## config.mk

```make
export PLATFORM = sky130hd
export DESIGN_NAME = wand_game
export DESIGN_NICKNAME = d
export VERILOG_FILES = /design/src/wand_pkg.sv /design/src/game_if.sv /design/src/screen_timer.sv /design/src/score_tracker.sv /design/src/score_to_digits.sv /design/src/game_regs.sv /design/src/wand_game.sv
export VERILOG_INCLUDE_DIRS = /design/src
export SDC_FILE = /design/constraint.sdc
export NUM_CORES = 1
export LEC_CHECK = 0
export BUFFER_PORTS_ARGS = -buffer_cell sky130_fd_sc_hd__buf_4
export CAP_MARGIN = 10
export CORE_ASPECT_RATIO = 1.75
export CORE_UTILIZATION = 44
export CTS_BUF_LIST = sky130_fd_sc_hd__clkbuf_16
export DETAILED_ROUTE_END_ITERATION = 10
export MAX_ROUTING_LAYER = met4
export PLACE_DENSITY = 0.63
export SYNTH_ARGS = -nofsm -noshare
export SYNTH_HDL_FRONTEND = slang
export SYNTH_HIERARCHICAL = 1
export SYNTH_SLANG_ARGS = --single-unit
```

## constraint.sdc

```tcl
create_clock -name clock -period 2.9 [get_ports clock]
set_clock_uncertainty 0.2 [all_clocks]
set_input_delay 0.58 -clock clock [delete_from_list [all_inputs] [get_ports clock]]
set_output_delay 0.58 -clock clock [all_outputs]
set_load 0.01 [all_outputs]
```

## src/wand_cfg.svh

```systemverilog
`ifndef WAND_CFG_SVH
`define WAND_CFG_SVH

// Game timing
`define WAND_TICKS_PER_SEC 10 // Clock cycles per game second, short for simulation

// Scoring
`define WAND_TRACE_THRESHOLD 16'h8000 // Lowest IR reading inside the trace
`define WAND_POINTS_PER_TICK 3 // Added per in-trace second
`define WAND_SCORE_MAX 9999 // Keeps every score within four digits

// APB register map, byte offsets
`define WAND_REG_CTRL 8'h00 // bit0 start, bit1 two_player
`define WAND_REG_LEN 8'h04 // Game length in seconds
`define WAND_REG_STATUS 8'h08 // bit0 active, bit1 game_over
`define WAND_REG_TIME 8'h0C // Seconds left
`define WAND_REG_SCORE1 8'h10 // Player 1 binary score
`define WAND_REG_SCORE2 8'h14 // Player 2 binary score
`define WAND_REG_DIGITS1 8'h18 // Player 1 BCD digits
`define WAND_REG_DIGITS2 8'h1C // Player 2 BCD digits

// CTRL bit positions
`define WAND_CTRL_START 0
`define WAND_CTRL_TWO_PLAYER 1

`endif

```

## src/wand_pkg.sv

```systemverilog
`default_nettype none

package wand_pkg;

	// One player's score, never above 9999
	typedef logic [13:0] score_t;

	// Raw IR sensor sample
	typedef logic [15:0] ir_t;

	// Game length and countdown
	typedef logic [7:0] secs_t;

	// Four BCD digits, thousands in [15:12]
	typedef logic [15:0] bcd_t;

	// APB address and data
	typedef logic [7:0] apb_addr_t;
	typedef logic [31:0] apb_data_t;

	// Game countdown states
	typedef enum logic [1:0] {
		IDLE, // Waiting for the first start
		RUN, // Counting down
		DONE // Time is up, scores frozen
	} timer_state_t;

endpackage

`default_nettype wire

```

## src/game_if.sv

```systemverilog
`timescale 1ns/1ps
`default_nettype none

interface game_if import wand_pkg::*; ();
	logic tick; // One cycle per game second
	logic active; // Game running
	logic game_over; // Held until the next start
	secs_t seconds_left;
	logic start_pulse; // One cycle from the register block
	secs_t game_len;

	modport timer (output tick, active, game_over, seconds_left,
		input start_pulse, game_len);

	modport regs (output start_pulse, game_len,
		input tick, active, game_over, seconds_left);

	modport tracker (input tick, active);
endinterface

`default_nettype wire

```

## src/screen_timer.sv

```systemverilog
`timescale 1ns/1ps
`default_nettype none

`include "wand_cfg.svh"

module screen_timer import wand_pkg::*; (
	input logic clock,
	input logic rst,
	game_if.timer gs // Game state out, start and length in
);

	localparam int TICK_W = $clog2(`WAND_TICKS_PER_SEC + 1);
	localparam logic [TICK_W-1:0] TICK_LAST = TICK_W'(`WAND_TICKS_PER_SEC - 1);

	timer_state_t state;
	logic [TICK_W-1:0] tick_cnt; // Cycles into the current second
	secs_t secs_q; // Countdown
	logic sec_done; // Last cycle of a second

	assign sec_done = (tick_cnt == TICK_LAST);
	assign gs.active = (state == RUN);
	assign gs.tick = gs.active && sec_done; // Only counts while running
	assign gs.game_over = (state == DONE); // Sticky until restart
	assign gs.seconds_left = secs_q;

	always_ff @(posedge clock) begin
		if (rst) begin
			state <= IDLE;
			tick_cnt <= '0;
			secs_q <= '0;
		end else if (gs.start_pulse) begin // Start or restart
			tick_cnt <= '0;
			secs_q <= gs.game_len;
			if (gs.game_len == '0) begin
				state <= DONE; // Zero length ends at once
			end else begin
				state <= RUN;
			end
		end else if (state == RUN) begin
			if (sec_done) begin
				tick_cnt <= '0;
				secs_q <= secs_q - 1'b1;
				if (secs_q == secs_t'(1)) begin
					state <= DONE; // Final tick still scores
				end
			end else begin
				tick_cnt <= tick_cnt + 1'b1;
			end
		end
	end

	// A tick always has a second left to spend
	a_tick_in_game: assert property (@(posedge clock) disable iff (rst)
		gs.tick |-> secs_q != '0);

	// Countdown only moves down between starts
	a_no_wrap: assert property (@(posedge clock) disable iff (rst)
		!gs.start_pulse |=> secs_q <= $past(secs_q));

endmodule

`default_nettype wire

```

## src/score_tracker.sv

```systemverilog
`timescale 1ns/1ps
`default_nettype none

`include "wand_cfg.svh"

module score_tracker import wand_pkg::*; (
	input logic clock,
	input logic rst,
	game_if.tracker gs, // Tick and active from the timer
	input logic clear, // Start of a game
	input ir_t ir, // Raw sensor reading
	output score_t score
);

	localparam score_t SCORE_MAX = score_t'(`WAND_SCORE_MAX);

	ir_t ir_q; // Sampled reading
	logic in_trace;
	logic [$bits(score_t):0] sum; // One spare bit for the add
	score_t score_next;

	assign in_trace = (ir_q >= `WAND_TRACE_THRESHOLD);
	assign sum = {1'b0, score} + ($bits(score_t) + 1)'(`WAND_POINTS_PER_TICK);

	always_comb begin
		if (sum > {1'b0, SCORE_MAX}) begin
			score_next = SCORE_MAX; // Saturate
		end else begin
			score_next = sum[$bits(score_t)-1:0];
		end
	end

	always_ff @(posedge clock) begin
		ir_q <= ir; // Sensor input is asynchronous to game logic
	end

	always_ff @(posedge clock) begin
		if (rst) begin
			score <= '0;
		end else if (clear) begin
			score <= '0; // New game
		end else if (gs.tick && gs.active && in_trace) begin
			score <= score_next;
		end
	end

	// Score never leaves four digits
	a_score_max: assert property (@(posedge clock) disable iff (rst)
		score <= SCORE_MAX);

	// Points land only on a game second or a start
	a_score_hold: assert property (@(posedge clock) disable iff (rst)
		!gs.tick && !clear |=> $stable(score));

endmodule

`default_nettype wire

```

## src/score_to_digits.sv

```systemverilog
`timescale 1ns/1ps
`default_nettype none

module score_to_digits import wand_pkg::*; (
	input logic clock,
	input logic rst,
	input score_t score_a, // Player 1
	input score_t score_b, // Player 2
	output bcd_t digits_a,
	output bcd_t digits_b
);

	localparam int SW = $bits(score_t);
	localparam int BW = $bits(bcd_t);
	localparam logic [3:0] LAST = 4'(SW); // Step of the last shift

	logic [3:0] step; // 0 loads, 1..14 shift
	logic sel; // Player being converted
	score_t bin_q; // Binary bits still to shift in
	bcd_t bcd_q; // Partial digits
	bcd_t bcd_adj;
	logic [BW+SW-1:0] shifted;

	function automatic logic bcd_ok(bcd_t d);
		logic ok;
		ok = 1'b1;
		for (int i = 0; i < 4; i++) begin
			if (d[4*i +: 4] > 4'd9) begin
				ok = 1'b0;
			end
		end
		return ok;
	endfunction

	// Add 3 to any digit of 5 or more before the shift
	always_comb begin
		bcd_adj = bcd_q;
		for (int i = 0; i < 4; i++) begin
			if (bcd_q[4*i +: 4] >= 4'd5) begin
				bcd_adj[4*i +: 4] = bcd_q[4*i +: 4] + 4'd3;
			end
		end
		shifted = {bcd_adj, bin_q} << 1;
	end

	always_ff @(posedge clock) begin
		if (step == '0) begin
			bin_q <= sel ? score_b : score_a; // Snapshot one score
			bcd_q <= '0;
		end else begin
			bin_q <= shifted[SW-1:0];
			bcd_q <= shifted[BW+SW-1:SW];
		end
	end

	always_ff @(posedge clock) begin
		if (rst) begin
			step <= '0;
			sel <= 1'b0;
			digits_a <= '0;
			digits_b <= '0;
		end else if (step == LAST) begin
			step <= '0;
			sel <= ~sel; // Other player next
			if (sel) begin
				digits_b <= shifted[BW+SW-1:SW];
			end else begin
				digits_a <= shifted[BW+SW-1:SW];
			end
		end else begin
			step <= step + 1'b1;
		end
	end

	// Both outputs always hold valid BCD
	a_bcd_valid: assert property (@(posedge clock) disable iff (rst)
		bcd_ok(digits_a) && bcd_ok(digits_b));

endmodule

`default_nettype wire

```

## src/game_regs.sv

```systemverilog
`timescale 1ns/1ps
`default_nettype none

`include "wand_cfg.svh"

module game_regs import wand_pkg::*; (
	input logic clock,
	input logic rst,
	input apb_addr_t paddr,
	input logic psel,
	input logic penable,
	input logic pwrite,
	input apb_data_t pwdata,
	output apb_data_t prdata,
	output logic pready,
	output logic pslverr,
	game_if.regs gs, // Start and length out, game state in
	input score_t score1,
	input score_t score2,
	input bcd_t digits1,
	input bcd_t digits2,
	output logic two_player // Gates player 2 at the top
);

	logic setup; // First APB phase
	logic access; // Access phase, repeats while pready low
	logic done; // Transfer completes this cycle
	logic mapped;
	apb_data_t rd_data;
	logic start_q;
	secs_t len_q;

	assign setup = psel && !penable;
	assign access = psel && penable;
	assign done = access && pready;
	assign gs.start_pulse = start_q;
	assign gs.game_len = len_q;

	// Read mux and address decode
	always_comb begin
		rd_data = '0;
		mapped = 1'b1;
		case (paddr)
			`WAND_REG_CTRL: rd_data[`WAND_CTRL_TWO_PLAYER] = two_player; // Start reads 0
			`WAND_REG_LEN: rd_data = apb_data_t'(len_q);
			`WAND_REG_STATUS: rd_data = {30'd0, gs.game_over, gs.active};
			`WAND_REG_TIME: rd_data = apb_data_t'(gs.seconds_left);
			`WAND_REG_SCORE1: rd_data = apb_data_t'(score1);
			`WAND_REG_SCORE2: rd_data = apb_data_t'(score2);
			`WAND_REG_DIGITS1: rd_data = apb_data_t'(digits1);
			`WAND_REG_DIGITS2: rd_data = apb_data_t'(digits2);
			default: mapped = 1'b0; // Error response
		endcase
	end

	// Handshake, writes ready in the first access, reads in the second
	always_ff @(posedge clock) begin
		if (rst) begin
			pready <= 1'b0;
			pslverr <= 1'b0;
			prdata <= '0;
		end else if (done) begin
			pready <= 1'b0;
			pslverr <= 1'b0;
		end else if (setup && pwrite) begin
			pready <= 1'b1;
			pslverr <= !mapped;
		end else if (access && !pwrite) begin // Read wait state
			pready <= 1'b1;
			pslverr <= !mapped;
			prdata <= rd_data;
		end
	end

	// Control registers, updated on the completing write
	always_ff @(posedge clock) begin
		if (rst) begin
			start_q <= 1'b0;
			two_player <= 1'b0;
			len_q <= '0;
		end else begin
			start_q <= 1'b0; // Self-clearing
			if (done && pwrite) begin
				case (paddr)
					`WAND_REG_CTRL: begin
						start_q <= pwdata[`WAND_CTRL_START];
						two_player <= pwdata[`WAND_CTRL_TWO_PLAYER];
					end
					`WAND_REG_LEN: len_q <= pwdata[$bits(secs_t)-1:0];
					default: ; // Read-only or unmapped
				endcase
			end
		end
	end

	// Ready only inside a transfer the master has opened
	a_ready_in_access: assert property (@(posedge clock) disable iff (rst)
		$rose(pready) |-> psel && penable);

	// Read data moves only as a read completes
	a_rdata_stable: assert property (@(posedge clock) disable iff (rst)
		$changed(prdata) |-> $rose(pready) && !pwrite);

endmodule

`default_nettype wire

```

## src/wand_game.sv

```systemverilog
`timescale 1ns/1ps
`default_nettype none

module wand_game import wand_pkg::*; (
	input logic clock,
	input logic rst,
	input apb_addr_t paddr, // APB slave
	input logic psel,
	input logic penable,
	input logic pwrite,
	input apb_data_t pwdata,
	output apb_data_t prdata,
	output logic pready,
	output logic pslverr,
	input ir_t ir_p1, // IR readings
	input ir_t ir_p2
);

	score_t score1, score2;
	bcd_t digits1, digits2;
	logic two_player;
	ir_t ir_p2_gated; // Zero is outside the trace

	assign ir_p2_gated = two_player ? ir_p2 : '0;

	game_if gs ();

	screen_timer u_timer (.clock(clock), .rst(rst), .gs(gs.timer));

	score_tracker u_track1 (.clock(clock), .rst(rst), .gs(gs.tracker),
		.clear(gs.start_pulse), .ir(ir_p1), .score(score1));

	score_tracker u_track2 (.clock(clock), .rst(rst), .gs(gs.tracker),
		.clear(gs.start_pulse), .ir(ir_p2_gated), .score(score2));

	score_to_digits u_digits (.clock(clock), .rst(rst),
		.score_a(score1), .score_b(score2),
		.digits_a(digits1), .digits_b(digits2));

	game_regs u_regs (
		.clock(clock),
		.rst(rst),
		.paddr(paddr),
		.psel(psel),
		.penable(penable),
		.pwrite(pwrite),
		.pwdata(pwdata),
		.prdata(prdata),
		.pready(pready),
		.pslverr(pslverr),
		.gs(gs.regs),
		.score1(score1),
		.score2(score2),
		.digits1(digits1),
		.digits2(digits2),
		.two_player(two_player)
	);

endmodule

`default_nettype wire

```

==> results.md <==
* Worst endpoint required time at about 3 ns
* CP Cell Sequence: inv_1, ha_1, nor3_1, buf_4, xnor2_1, or3_1, or4_4, a21oi_4, a221oi_1
* Worst-Margin Slew at 0.672 ns
* Dpl hpwl at roughly 16,000 um
* IO Port Bufs at 40
* Mapped cell area at around 7500 sq um
* Clk buf depth at 2
* Pwr Density at between 400 and 500 nW/um^2
* Post-Syn Instances at approximately 840
* Reg power frac at between 40% and 50%
* Core area at roughly 17,000 sq um
* Worst vdd ir at 0.343 mV
* Setup CP Type: reg -> reg
* Number of routed nets with antenna violations at 0
* Initial antenna violation count at 0
* CTS H-tree lvls at 4
* Worst hold path type: in -> reg
* Initial Utilization at roughly 45%
* Grt ovf at 0
* Clock Power Share at about 46%
* Ant diodes at 0
* Die Y at between 150 and 200 um
* Average size of a mapped cell at around 9 sq um
* Post-layout minimum cycle time at 2.80 ns
* Net Sw Frac at between 20% and 30%
* Crit. End Element: flip-flop
* RSZ-0062 raised after global routing: no
* Final wirelength at ~21,000 um
* CP max FO at 5
* Root buffer cell: clkbuf_16
* CTS clk-pin slew, worst paths at around 0.060 ns
* Die ar. at roughly 18,000 sq um
* Io pins at 111
* Vias in the first global route at between 6,000 and 7,000
* CP max stage delay at 0.60 ns
* Final Hold Viols at 0
* First-pass GRT wire length at ~33,000 um
* Post-Layout Cell Count at ~1,200
* Wire per inst at 18.4 um
* Vias per cell at ~5.7
* CTS tree: built
* Worst path arrival time at just under 3 ns
* Crit path max-delay cell type: or4_4
* Final setup fails at 0
* Fmax at 357 MHz
* Synth warn at 6
* Share of cells above drive strength 1 at between 20% and 30%
* Starting DRT DRC Count at around 350
* Clock Sinks at between 100 and 150
* Status: finished, final reports clean
* DR pass1 iterations at 5
* Area grow syn2layout at 18.0%
* Gate power share at between 8 and 9%
* Max-cap violation count at 0
* Total power at about 4.4 mW
* Post-route DRC at 0
* Total GRT Usage at around a quarter
* Final period util at 96.6%
* LEAKAGE at approximately 3.3 nW
* Final hold slack at between 0.06 and 0.07 ns
* Fin nets at roughly 1,000
* Relative slew slack at 55.2%
* Final RePlAce weighted congestion at about 0.94
* Via count at around 6,500
* DIE WIDTH at around 100 um
* CTS Buf Count at 17
* Final Max Slew Viols at 0
* Placed cells at 1,123
* Psw at 1.14 mW
* FP Rows at 63
* Worst skew pair latency at approximately 0.42 ns
* Cell-internal power at 3.29 mW
* Setup TNS at 0 ns
* CP startpoint kind: flip-flop
* Largest net degree at the start of global routing at 42
==> state kept, by name, summed over array words and instances, names as in the netlist, 2 cells and up <==
register                 cells
u_track2/score              14
u_digits/bcd_q              16
u_digits/bin_q              14
u_track1/score              14
u_timer/state                2
u_timer/tick_cnt             4
u_timer/gs.seconds_left      8
u_digits/step                4
u_digits/digits_a           16
u_digits/digits_b           16
u_regs/prdata               16
u_regs/gs.game_len           8
==> path summary, 6_finish.rpt <==
path	startpoint	endpoint	slack (ns)	cells past startpoint
setup / recovery	u_track1/score[0]$_SDFFE_PP0P_	u_track1/score[10]$_SDFFE_PP0P_	0.1	9
hold / removal	ir_p1[15]	u_track1/ir_q[15]$_DFF_P_	0.06	1
setup reg to reg	u_track1/score[0]$_SDFFE_PP0P_	u_track1/score[10]$_SDFFE_PP0P_	0.1	9
hold reg to reg	u_digits/digits_b[15]$_SDFFE_PP0P_	u_digits/digits_b[15]$_SDFFE_PP0P_	0.25	2
==> worst max-delay path, delay by kind of cell (launching register included) <==
kind                     cells  cell delay, ns
buffers and inverters        2            0.24
adder cells (fa/ha/maj)      1            0.26
flip-flops                   1            0.37
XOR/XNOR                     1            0.06
AND/OR/NAND/NOR              3            1.20
AO/OA/AOI/OAI                2            0.33
==> layout make-up <==
class / count / area (sq um)
clock buffer: 17 / 425
multi-input combinational: 608 / 4290
tap: 227 / 284
clock inverter: 15 / 126
inverter: 35 / 131
fill: 1640 / 7970
sequential: 139 / 2790
timing repair buffer: 114 / 856
==> layer usage <==
metal / vias to the layer above / GRT usage [%] / share of wire (%)
met5: - / - / 0
met4: 0 / 15.5 / 4.9
met3: 56 / 3.80 / 3.4
met2: 182 / 46.5 / 54
met1: 3127 / 25.4 / 38
li1: 3172 / - / -
==> what timing repair did <==
action | 4_1_cts | 5_1_grt
endpoints found under the setup margin | 1 | 19
resized for setup | 1 | 7
endpoints found under the hold margin | 0 | 0
buffers inserted | 0 | 0
hold buffers | 0 | 0
==> through the flow <==
step                util (%)  instance area, sq um  setup slack (ns)
floorplan                  -                  7590             0.156
global placement        49.3                  8310            0.0201
detailed placement      49.3                  8310            0.0200
CTS                     52.6                  8870            0.0205
global route            52.7                  8900           0.00693
finish                  52.7                  8900            0.0983
==> layout by cell type, fill, tap and decap left out, drive strengths merged, types with 13 or more instances in the layout <==
| master | count |
|---|---|
| nor3b | 13 |
| inv | 39 |
| ha | 17 |
| nor2 | 76 |
| a21oi | 58 |
| o21ai | 46 |
| dfxtp | 139 |
| nor3 | 27 |
| nand2b | 16 |
| o22ai | 17 |
| mux2i | 39 |
| nor4 | 14 |
| clkbuf | 17 |
| a31oi | 21 |
| xnor2 | 22 |
| nand3 | 14 |
| conb | 16 |
| and3 | 13 |
| buf | 114 |
| a211oi | 13 |
| nand2 | 41 |
==> power by group through the flow <==
stage	Sequential [mW]	Combinational (mW)	Clock (mW)
after detailed placement	2.05	0.372	0
after floorplan	2.05	0.273	0
after global routing	2.02	0.407	2.17
final	2.01	0.372	2.05
after global placement	2.05	0.366	0
after CTS	2.01	0.374	2.08
(Power assumes the default switching activity.)
